## src/common/dac_frame_pkg.sv

```systemverilog
// serial DAC frame definitions
// sck timing, ldac pulse length and the serializer state encoding

`default_nettype none

package dac_frame_pkg;

  // ========================================
  // frame timing
  // ========================================

  // clk cycles per sck half period
  localparam int SCK_HALF = 2;  // sck at clk/4

  // ldac_n low time after the frame
  localparam int LDAC_CYCLES = 2;

  // bit counter and timing counter width
  // big enough for a 20 bit word
  localparam int BIT_CNT_W = 5;

  // ========================================
  // serializer states
  // ========================================

  typedef enum logic [2:0] {
    ST_IDLE,   // wait for trigger edge
    ST_LOAD,   // pop head word into shifter
    ST_SHIFT,  // sync_n low, bits on sdi/sck
    ST_GAP,    // sync_n back high
    ST_LDAC    // ldac_n strobe
  } dac_state_t;

  // ST_LOAD and ST_GAP last one cycle each
  // ST_SHIFT runs 2*SCK_HALF cycles per bit

endpackage : dac_frame_pkg

`default_nettype wire

```

## src/common/stream_pkg.sv

```systemverilog
// host datapath definitions
// word format and FIFO geometry shared by the intake, the FIFO and the
// serializer

`default_nettype none

package stream_pkg;

  // ========================================
  // word format
  // ========================================

  // one DAC word as written by the host
  localparam int WORD_W = 20;

  typedef logic [WORD_W-1:0] word_t;  // payload as it sits in the FIFO

  // ========================================
  // FIFO geometry
  // ========================================

  // power of two so the pointers wrap on their own
  localparam int FIFO_DEPTH = 16;

  localparam int PTR_W = $clog2(FIFO_DEPTH);  // 4 bits for 16 entries

  // occupancy needs one more bit than the pointers
  // so that full and empty stay distinct
  // the FIFO builds that count from PTR_W

endpackage : stream_pkg

`default_nettype wire

```

## src/dac/dac_serializer.sv

```systemverilog
// DAC frame serializer
// synchronizes the trigger and pops one word per rising edge
// shifts the word MSB first on sdi/sck inside a sync_n low window
// then strobes ldac_n. a trigger with nothing stored sets underrun

`default_nettype none

module dac_serializer (
  input  wire               clk,
  input  wire               rst_n,
  input  wire               trigger,
  input  stream_pkg::word_t  fifo_rdata,
  input  wire               fifo_empty,
  output logic              fifo_rd,
  output logic              sync_n,
  output logic              sck,
  output logic              sdi,
  output logic              ldac_n,
  output logic              underrun
);

  import stream_pkg::*;
  import dac_frame_pkg::*;

  dac_state_t state;

  logic                 trig_s1;
  logic                 trig_s2;   // synchronized trigger
  logic                 trig_d;    // delayed copy for edge detect
  logic                 trig_edge;
  word_t                shreg;     // MSB drives sdi
  logic [BIT_CNT_W-1:0] bit_cnt;   // bits already sent
  logic [BIT_CNT_W-1:0] cnt;       // sck divider, reused for ldac length

  // ========================================
  // trigger sync and edge detect
  // ========================================
  always_ff @(posedge clk) begin
    if (!rst_n) begin
      trig_s1 <= 1'b0;
      trig_s2 <= 1'b0;
      trig_d  <= 1'b0;
    end else begin
      trig_s1 <= trigger;
      trig_s2 <= trig_s1;
      trig_d  <= trig_s2;
    end
  end

  assign trig_edge = trig_s2 && !trig_d;  // one cycle per rising edge

  // ========================================
  // frame FSM
  // ========================================
  always_ff @(posedge clk) begin
    if (!rst_n) begin
      state    <= ST_IDLE;
      shreg    <= '0;  // keeps sdi low out of reset
      bit_cnt  <= '0;
      cnt      <= '0;
      sync_n   <= 1'b1;
      sck      <= 1'b0;
      ldac_n   <= 1'b1;
      underrun <= 1'b0;
    end else begin
      case (state)
        ST_IDLE: begin
          // edges during a frame are never looked at
          if (trig_edge) begin
            if (!fifo_empty) state <= ST_LOAD;
            else underrun <= 1'b1;  // sticky until reset
          end
        end
        ST_LOAD: begin
          shreg   <= fifo_rdata;  // popped this cycle
          bit_cnt <= '0;
          cnt     <= '0;
          sck     <= 1'b0;
          sync_n  <= 1'b0;  // frame starts
          state   <= ST_SHIFT;
        end
        ST_SHIFT: begin
          if (cnt == BIT_CNT_W'(SCK_HALF - 1)) begin
            cnt <= '0;
            sck <= ~sck;
            if (sck) begin
              // falling edge, move on to the next bit while sck is low
              shreg <= shreg << 1;
              if (bit_cnt == BIT_CNT_W'(WORD_W - 1)) begin
                sync_n <= 1'b1;  // after the last falling edge
                state  <= ST_GAP;
              end else begin
                bit_cnt <= bit_cnt + 1'b1;
              end
            end
          end else begin
            cnt <= cnt + 1'b1;
          end
        end
        ST_GAP: begin
          cnt    <= '0;
          ldac_n <= 1'b0;
          state  <= ST_LDAC;
        end
        ST_LDAC: begin
          if (cnt == BIT_CNT_W'(LDAC_CYCLES - 1)) begin
            ldac_n <= 1'b1;  // DAC output updates here
            state  <= ST_IDLE;
          end else begin
            cnt <= cnt + 1'b1;
          end
        end
        default: state <= ST_IDLE;
      endcase
    end
  end

  assign fifo_rd = (state == ST_LOAD);  // single pop per frame
  assign sdi     = shreg[WORD_W-1];

  // ========================================
  // checks
  // ========================================
  a_sync_in_shift : assert property (@(posedge clk) disable iff (!rst_n)
    !sync_n |-> state == ST_SHIFT)
    else $error("sync_n low outside the shift window");

  // empty flag is owned by the FIFO
  a_rd_not_empty : assert property (@(posedge clk) disable iff (!rst_n)
    fifo_rd |-> !fifo_empty)
    else $error("serializer popped an empty FIFO");

endmodule : dac_serializer

`default_nettype wire

```

## src/intake/host_word_intake.sv

```systemverilog
// host word intake
// synchronizes the host request and runs the four-phase handshake
// new_word is the request and busy the acknowledge
// one FIFO write per handshake, held off while the FIFO is full

`default_nettype none

module host_word_intake (
  input  wire               clk,
  input  wire               rst_n,
  input  stream_pkg::word_t  host_word,
  input  wire               new_word,
  output logic              busy,
  input  wire               fifo_full,
  output logic              fifo_wr,
  output stream_pkg::word_t  fifo_wdata
);

  import stream_pkg::*;

  typedef enum logic [1:0] {
    IN_IDLE,   // wait for request
    IN_WRITE,  // write strobe cycle
    IN_ACK     // busy high until request drops
  } intake_state_t;

  intake_state_t state;

  logic req_s1;  // first sync stage, may go metastable
  logic req_s2;  // synchronized request

  // ========================================
  // request synchronizer
  // ========================================
  always_ff @(posedge clk) begin
    if (!rst_n) begin
      req_s1 <= 1'b0;
      req_s2 <= 1'b0;
    end else begin
      req_s1 <= new_word;
      req_s2 <= req_s1;
    end
  end

  // ========================================
  // handshake FSM
  // ========================================
  always_ff @(posedge clk) begin
    if (!rst_n) begin
      state <= IN_IDLE;
    end else begin
      case (state)
        IN_IDLE:  if (req_s2 && !fifo_full) state <= IN_WRITE;  // wait out back-pressure
        IN_WRITE: state <= IN_ACK;
        IN_ACK:   if (!req_s2) state <= IN_IDLE;  // host has let go
        default:  state <= IN_IDLE;
      endcase
    end
  end

  // capture the host word together with the write decision
  // host keeps it stable while new_word is high
  always_ff @(posedge clk) begin
    if (state == IN_IDLE && req_s2 && !fifo_full) begin
      fifo_wdata <= host_word;
    end
  end

  assign fifo_wr = (state == IN_WRITE);
  assign busy    = (state == IN_ACK);  // rises the cycle after the write

  // full flag comes from the FIFO a cycle after our last write
  a_no_wr_full : assert property (@(posedge clk) disable iff (!rst_n)
    fifo_wr |-> !fifo_full)
    else $error("intake wrote into a full FIFO");

endmodule : host_word_intake

`default_nettype wire

```

## src/rtl/dac_stream_top.sv

```systemverilog
// host to DAC word streamer
// host words go through the intake into a word FIFO
// each trigger edge then sends one stored word out as a serial DAC frame

`default_nettype none

module dac_stream_top (
  input  wire              clk,
  input  wire              rst_n,
  input  stream_pkg::word_t host_word,  // held stable while new_word high
  input  wire              new_word,    // host request, async
  output logic             busy,        // acknowledge back to host
  input  wire              trigger,     // frame trigger, async
  output logic             sync_n,
  output logic             sck,
  output logic             sdi,
  output logic             ldac_n,
  output logic             underrun     // sticky
);

  import stream_pkg::*;

  // ========================================
  // FIFO side wires
  // ========================================
  logic  fifo_wr;     // write strobe from intake
  word_t fifo_wdata;
  logic  fifo_full;
  logic  fifo_rd;     // pop from serializer
  word_t fifo_rdata;  // head word
  logic  fifo_empty;

  // write side
  host_word_intake u_intake (
    .clk        (clk),
    .rst_n      (rst_n),
    .host_word  (host_word),
    .new_word   (new_word),
    .busy       (busy),
    .fifo_full  (fifo_full),
    .fifo_wr    (fifo_wr),
    .fifo_wdata (fifo_wdata)
  );

  word_fifo u_fifo (
    .clk        (clk),
    .rst_n      (rst_n),
    .fifo_wr    (fifo_wr),
    .fifo_wdata (fifo_wdata),
    .fifo_rd    (fifo_rd),
    .fifo_rdata (fifo_rdata),
    .fifo_full  (fifo_full),
    .fifo_empty (fifo_empty)
  );

  // read side, drives the DAC pins
  dac_serializer u_ser (
    .clk        (clk),
    .rst_n      (rst_n),
    .trigger    (trigger),
    .fifo_rdata (fifo_rdata),
    .fifo_empty (fifo_empty),
    .fifo_rd    (fifo_rd),
    .sync_n     (sync_n),
    .sck        (sck),
    .sdi        (sdi),
    .ldac_n     (ldac_n),
    .underrun   (underrun)
  );

endmodule : dac_stream_top

`default_nettype wire

```

## src/rtl/word_fifo.sv

```systemverilog
// single clock word FIFO
// circular buffer of FIFO_DEPTH words with full and empty flags
// head word shows combinationally on fifo_rdata

`default_nettype none

module word_fifo (
  input  wire               clk,
  input  wire               rst_n,
  input  wire               fifo_wr,
  input  stream_pkg::word_t  fifo_wdata,
  input  wire               fifo_rd,
  output stream_pkg::word_t  fifo_rdata,
  output logic              fifo_full,
  output logic              fifo_empty
);

  import stream_pkg::*;

  word_t            mem [FIFO_DEPTH];  // storage
  logic [PTR_W-1:0] wr_ptr;
  logic [PTR_W-1:0] rd_ptr;
  logic [PTR_W:0]   count;  // occupancy, 0..FIFO_DEPTH
  logic             wr_en;
  logic             rd_en;

  // guard the array even though the neighbours should never overrun it
  assign wr_en = fifo_wr && !fifo_full;
  assign rd_en = fifo_rd && !fifo_empty;

  // ========================================
  // storage
  // ========================================
  always_ff @(posedge clk) begin
    if (wr_en) mem[wr_ptr] <= fifo_wdata;
  end

  assign fifo_rdata = mem[rd_ptr];  // valid while not empty

  // pointers and count
  always_ff @(posedge clk) begin
    if (!rst_n) begin
      wr_ptr <= '0;
      rd_ptr <= '0;
      count  <= '0;
    end else begin
      if (wr_en) wr_ptr <= wr_ptr + 1'b1;  // wraps at depth
      if (rd_en) rd_ptr <= rd_ptr + 1'b1;
      case ({wr_en, rd_en})
        2'b10:   count <= count + 1'b1;
        2'b01:   count <= count - 1'b1;
        default: count <= count;  // both or neither
      endcase
    end
  end

  // flags straight off the count
  assign fifo_full  = (count == (PTR_W+1)'(FIFO_DEPTH));
  assign fifo_empty = (count == '0);

  // ========================================
  // checks on the neighbours
  // ========================================
  a_no_overflow : assert property (@(posedge clk) disable iff (!rst_n)
    fifo_wr |-> !fifo_full)
    else $error("write while FIFO full");

  a_no_underflow : assert property (@(posedge clk) disable iff (!rst_n)
    fifo_rd |-> !fifo_empty)
    else $error("read while FIFO empty");

endmodule : word_fifo

`default_nettype wire

```

## config.mk

```make
export PLATFORM = sky130hd
export DESIGN_NAME = dac_stream_top
export DESIGN_NICKNAME = d
export VERILOG_FILES = /design/src/common/dac_frame_pkg.sv /design/src/common/stream_pkg.sv /design/src/dac/dac_serializer.sv /design/src/intake/host_word_intake.sv /design/src/rtl/dac_stream_top.sv /design/src/rtl/word_fifo.sv
export SDC_FILE = /design/constraint.sdc
export NUM_CORES = 1
export LEC_CHECK = 0
export BUFFER_PORTS_ARGS = -buffer_cell sky130_fd_sc_hd__buf_2
export CAP_MARGIN = 0
export CORE_MARGIN = 3
export CORE_UTILIZATION = 60
export CTS_BUF_LIST = sky130_fd_sc_hd__clkbuf_2
export CTS_CLUSTER_SIZE = 16
export DETAILED_ROUTE_END_ITERATION = 16
export PLACE_DENSITY = 0.77
export SYNTH_ARGS = -nofsm -noshare
export SYNTH_HDL_FRONTEND = slang
export SYNTH_HIERARCHICAL = 1
export SYNTH_SLANG_ARGS = --single-unit
```

## constraint.sdc

```tcl
create_clock -name clk -period 3.25 [get_ports clk]
set_input_delay 0.8125 -clock clk [delete_from_list [all_inputs] [get_ports clk]]
set_output_delay 0.8125 -clock clk [all_outputs]
set_load 0.03 [all_outputs]
```

# --- Word level (Yosys, flattened, before mapping) ---
# Memories as Yosys holds them, arrays and structs flattened. A register that Yosys moved wholly into a read port is not among the register bits.
# Cells that the tools add are included.
classes:
  add_sub_neg: 6
  n_mul: 0
  n_div: 0
  order_cmp: 0
  n_eq_ne: 21
  shifts: 0
  n_mux: 33
  bitwise_logic: 1
  reduce_logical: 26
ops:
  columns: ["operator", "count"]
  rows:
  - ["two-way mux 20 bit", 2]
  - ["case mux 20 bit (2 select lines)", 1]
  - ["two-way mux 5 bit", 5]
  - ["case mux 5 bit (2 select lines)", 2]
  - ["two-way mux 3 bit", 6]
  - ["adder 5 x 1 -> 5 bit (second input constant)", 3]
  - ["case mux 3 bit (5 select lines)", 1]
  - ["case mux 5 bit (3 select lines)", 1]
  - ["inequality test 2 x 1 -> 1 bit (second input constant)", 6]
  - ["== test 5 bit (second input constant)", 2]
  - ["adder 4 x 1 -> 4 bit (second input constant)", 2]
  - ["two-way mux 4 bit", 2]
  - ["inequality test 2 bit (second input constant)", 4]
  - ["AND reduction 2 bit", 4]
  - ["AND reduction 4 bit", 2]
  - ["two-way mux 1 bit", 7]
  - ["== test 3 x 2 -> 1 bit (second input constant)", 2]
  - ["logical AND 1 bit", 6]
  - ["case mux 1 bit (2 select lines)", 3]
  - ["case mux 2 bit (3 select lines)", 1]
  - ["AND reduction 3 bit", 2]
  - ["AND reduction 6 bit", 1]
  - ["nonzero test 2 bit", 3]
  - ["== test 5 x 1 -> 1 bit (second input constant)", 1]
  - ["other kinds (13)", 18]
totals:
  ff_bits: 77
  latchBits: 0
  ram_bits: 320
  romBits: 0
  input_bits: 24
  out_inout_bits: 6
  word_cells: 106
  mem_count: 1
mem_list:
  columns: ["memory", "words", "width", "read_ports", "rd_ports_with_merged_regs", "wr", "line_no", "rtl"]
  rows:
  - ["u_fifo.mem", 16, 20, 1, 1, 1, "word_fifo.sv:20", "word_t mem [FIFO_DEPTH];"]

# --- Logic depth before layout (Yosys ltp) ---
depth:
  ltp_word: 5
  ltp_mapped: 14
  depth_no_buf: 10

# --- By module ---
# The synthesis kept the hierarchy.
modules_own_cells:
  columns: ["mod", "n_inst", "cells_each", "area_per_inst_um2", "seq_area_each_um2"]
  rows:
  - ["word_fifo", 1, 618, 12961.2, 9949.5]
  - ["dac_serializer", 1, 234, 2024.4, 800.8]
  - ["host_word_intake", 1, 32, 750.7, 680.7]

# --- Least setup slack after synthesis ---
# OpenSTA, ideal clock, no wires.
synth_timing:
  path_type: "register to register"
  startpoint: "reg u_fifo.count[1]"
  endpoint: "reg u_fifo.count[4]"
  setup_time_ns: 0.072
  arrival_ns: 2.795
  required_time_ns: 3.178
  slack_ns: 0.383
  path_stages_with_launch: 15
  n_path_buf: 4
  synth_period_minus_slack_ns: 2.867
  cell_sequence: "dfxtp_1 > buf_6 > or4_4 > buf_6 > o21a_1 > buf_6 > inv_2 > ha_1 > clkbuf_1 > xor2_1 > ha_1 > inv_1 > a21o_1 > a221oi_1 > mux2i_1"
synth_between:
  elab_chain_len: 5
  elab_cells_between_ends: 12
  cone_classes: "add/sub: 2; eq/ne: 3; mux: 1; reduce/logical: 6"
synth_lines:
  columns: ["element", "line_no", "rtl"]
  rows:
  - ["start: declaration", "word_fifo.sv:23", "logic [PTR_W:0] count;"]
  - ["start signal: assignment", "word_fifo.sv:50", "2'b10: count <= count + 1'b1;"]
  - ["start signal: assignment", "word_fifo.sv:51", "2'b01: count <= count - 1'b1;"]
  - ["start signal: assignment", "word_fifo.sv:52", "default: count <= count;"]
  - ["== test 5 bit / logical NOT 5 bit (equally long branches)", "word_fifo.sv:58, word_fifo.sv:59", null]
  - ["logical NOT 1 bit (on tied branches)", null, null]
  - ["logical AND 1 bit (on tied branches)", "word_fifo.sv:28, word_fifo.sv:29", null]
  - ["== test 2 x 1 -> 1 bit / == test 2 bit (equally long branches)", "word_fifo.sv:49", "case ({wr_en, rd_en})"]
  - ["case mux 5 bit (2 select lines) / nonzero test 2 bit (equally long branches)", null, null]
# Parallel ways exist; a longest one is shown, timed or not.
# A chain may end at the register's enable or synchronous reset.

# --- Final worst setup path ---
layout_timing:
  startpoint: "reg u_fifo.count[0]"
  endpoint: "reg u_fifo.count[4]"
# The elaborated chain is that of the path after synthesis.

==> flow_summary.toml <==
[run_status]
status = "completed"

[critical_path]
crit_path_end_kind = "register"
cp_data_arrival_time_ps = 3710
rr_endpoint = "u_fifo/count[4]"
r2r_setup_slack_ps = 350
critPathMaxFanout = 9
critPathKind = "register to register"
worst_r2r_startpoint = "u_fifo/count[0]"
crit_path_start_kind = "register"
required_ps = 4060
reg2regPathDepth = 10

[worst_hold_path]
min_path_type = "primary input to register"
worstHoldStart = "host_word[3]"
holdPathStages = 1
min_to = "u_intake/fifo_wdata[3]"

[finish]
syn2layout_area_growth_pct = 10.82
layoutNonFillerInstCount = 1412
drive_gt1_frac = 0.2988
final_nets = 1041
design_area_sq_mm = 0.01744

[floorplan]
boundaryPins = 30
die_w_um = 168.0
die_h_um = 168.0
core.rowCount = 58
start_util = 0.6178
coreArea_sq_mm = 0.02547
dieArea_sq_mm = 0.02821

[place]
hpwl_um = 18030
dp_slack_ps = 366.6
gp_congestion = 0.7861
dp_cells = 1225
port_buffers = 29
placed_area_sq_mm = 0.01642

[synthesis]
yosysTopAreaCell = "edfxtp_1"
ys_warn_count = 6
syn_inst = 884
synth_seq_cells = 401
synth.distinct_cells = 59
synth_area_per_cell_sq_um = 17.80
yosysTopAreaCellShare = 0.6488
syn-num-nets = 919
ys.flop_type = "edfxtp_1"
synth-edff-count = 340
syn-cell-area_sq_mm = 0.01574
synth.area.top_cells = "edfxtp_1 (65%), mux4_2 (11%), dfxtp_1 (7.8%)"
synth-seq-area-share = 0.7264
synthArstFlopShare = 0

[clock_network]
holdBufCountCts = 14
postCtsSetupBuffers = 0
cts_root_buffer = "clkbuf_2"
clockBufferDepth = 3
cts_tree = "done"
htreeDepth = 3
cts_num_sinks = 401
clock_latency_ps = 940
cts_resized = 0
clk_pin_slew_worst_paths_ps = 110
cts_buffers = 94

[sta]
hold_viol = 0
max_slew_margin = 0.3557
setup_tns_ps = 0
clock_skew_ps = 84.69
fin_crit_sh = 0.8925
max_slew.worst_pin.slew_ps = 966.5
postLayoutSetupSlackWorst_ps = 349.5
min_period_ps = 2900
slew_viol_final = 0
setup_viol = 0
rsz0062_at_grt = "no"
fmax_mhz = 344.8

[global_route]
grt_start_max_net_pins = 43
grt_overflow = 0
grt_usage = 0.2357
antenna_found_initial = 1
grt_pass1_wl_um = 50250
grt_pass1_vias = 8754

[power]
finalPower_uw = 8781
power_per_cell_area_mw_per_mm2 = 503.5
peakVddDrop_v = 0.0003762
p_leak_uw = 0.006039

[drt]
drt-vias-per-instance = 6.154
dr.pass1.iters = 5
wl_per_cell_um = 22.93
initialDrtViolationCount = 1017
drc_errors = 0
totalWireLength_um = 32370
postRouteAntennaNets = 0
via_count = 8690

[flow_run]
cap_violations = 0
## per-stage QoR
| stage | hold WS, ps | util |
|---|---|---|
| floorplan | 411.8 | - |
| global placement | 417.4 | 0.6447 |
| detailed placement | 429.2 | 0.6447 |
| CTS | 20.12 | 0.6842 |
| global route | 3.275 | 0.6846 |
| finish | 101.9 | 0.6846 |
## worst max-delay path, stage by stage, from the launching register on
cell and delay [ps]:
dfxtp_1 380, or4_4 610, o21a_1 290, inv_2 70, ha_1 320, xor2_1 190
ha_1 180, inv_1 70, a21o_1 150, a221oi_1 340, mux2i_1 210
## cell usage after synthesis, types with 6 or more instances
| cell type | count |
|---|---|
| o211ai_1 | 6 |
| buf_2 | 15 |
| nor2_1 | 38 |
| and2_1 | 9 |
| a21oi_1 | 8 |
| dfxtp_1 | 61 |
| clkbuf_1 | 33 |
| o211a_1 | 19 |
| a22oi_1 | 40 |
| xor2_1 | 8 |
| mux4_2 | 80 |
| ha_1 | 11 |
| o21a_1 | 7 |
| edfxtp_1 | 340 |
| nand4_1 | 22 |
| inv_1 | 10 |
| nand2_1 | 80 |
| nor3_1 | 6 |
| nand2b_1 | 6 |
## flip-flops by register name, summed over array words and instances (netlist names), 2 cells and up, named ones only
register / cells
u_ser/shreg: 20
u_intake/fifo_wdata: 20
u_fifo/wr_ptr: 4
u_intake/state: 2
u_fifo/count: 5
u_ser/bit_cnt: 5
u_fifo/mem: 320
u_ser/state: 3
u_fifo/rd_ptr: 4
u_ser/cnt: 5
## where the power goes
part | internal, uW | switching (uW) | leakage [uW]
Sequential | 5550 | 31.2 | 0.00355
Combinational | 43.1 | 53.1 | 0.00184
Clock | 1200 | 1900 | 0.000643
Total | 6790 | 1990 | 0.00604
## per-layer routing
| layer | share of wire | GRT usage | wire [um] |
|---|---|---|---|
| met1 | 0.41 | 0.3377 | 13150 |
| met2 | 0.49 | 0.3664 | 15780 |
| met3 | 0.082 | 0.04790 | 2656 |
| met4 | 0.024 | 0.08929 | 785 |
| met5 | 0 | 0 | 0 |
## kinds of logic (layout without fill, tap and decap cells)
family	count (synthesis)	count (layout)	share of synthesized area
DFF	401	401	0.7264
buffers and inverters	69	266	0.02012
and+or+nand+nor	197	197	0.06615
adders and majority gates	11	11	0.008746
xor gates and xnor gates	11	11	0.006123
muxes	85	85	0.1177
AOI/OAI and AO/OA	110	110	0.05478
other	0	1	0
## cell type report
| cell class | instances | area [sq um] |
|---|---|---|
| sequential | 401 | 11440 |
| fill | 1662 | 8033 |
| multi-input combinational | 414 | 4046 |
| clock buffer | 131 | 655.6 |
| timing repair buffer | 84 | 633.1 |
| tap | 330 | 412.9 |
| clock inverter | 40 | 209.0 |
| inverter | 11 | 41.29 |
| antenna | 1 | 2.502 |
## worst max-delay path by stage
stage | cells after the start | to | from
3_3_place_gp | 10 | u_fifo/count[4] | u_fifo/count[1]
4_1_cts | 10 | u_fifo/count[4] | u_fifo/count[1]
2_1_floorplan | 14 | u_fifo/count[4] | u_fifo/count[1]
5_1_grt | 10 | u_fifo/count[4] | u_fifo/count[1]
6_report | 10 | u_fifo/count[4] | u_fifo/count[0]
3_5_place_dp | 10 | u_fifo/count[4] | u_fifo/count[1]
## cell usage in the layout (no fill, tap or decap), types with 4 or more instances in the layout
cell type / netlist / layout
edfxtp_1: 340 / 340
clkbuf_2: 1 / 131
mux4_2: 80 / 80
nand2_1: 80 / 80
dfxtp_1: 61 / 59
a22oi_1: 40 / 40
buf_4: 0 / 37
clkinv_1: 0 / 29
buf_2: 15 / 29
nor2_1: 38 / 25
nand4_1: 22 / 22
o211a_1: 19 / 19
dlygate4sd3_1: 0 / 15
nor2_2: 0 / 13
ha_1: 11 / 11
inv_1: 10 / 10
and2_1: 9 / 9
xor2_1: 8 / 8
a21oi_1: 8 / 8
o21a_1: 7 / 7
nand2b_1: 6 / 6
o211ai_1: 6 / 6
clkinv_2: 0 / 5
mux2i_1: 5 / 5
nand3b_1: 5 / 5
a21boi_0: 5 / 5
nor3_2: 0 / 4
nand3_1: 4 / 4
nor3b_1: 4 / 4
Power figures use the tool's default switching activity.
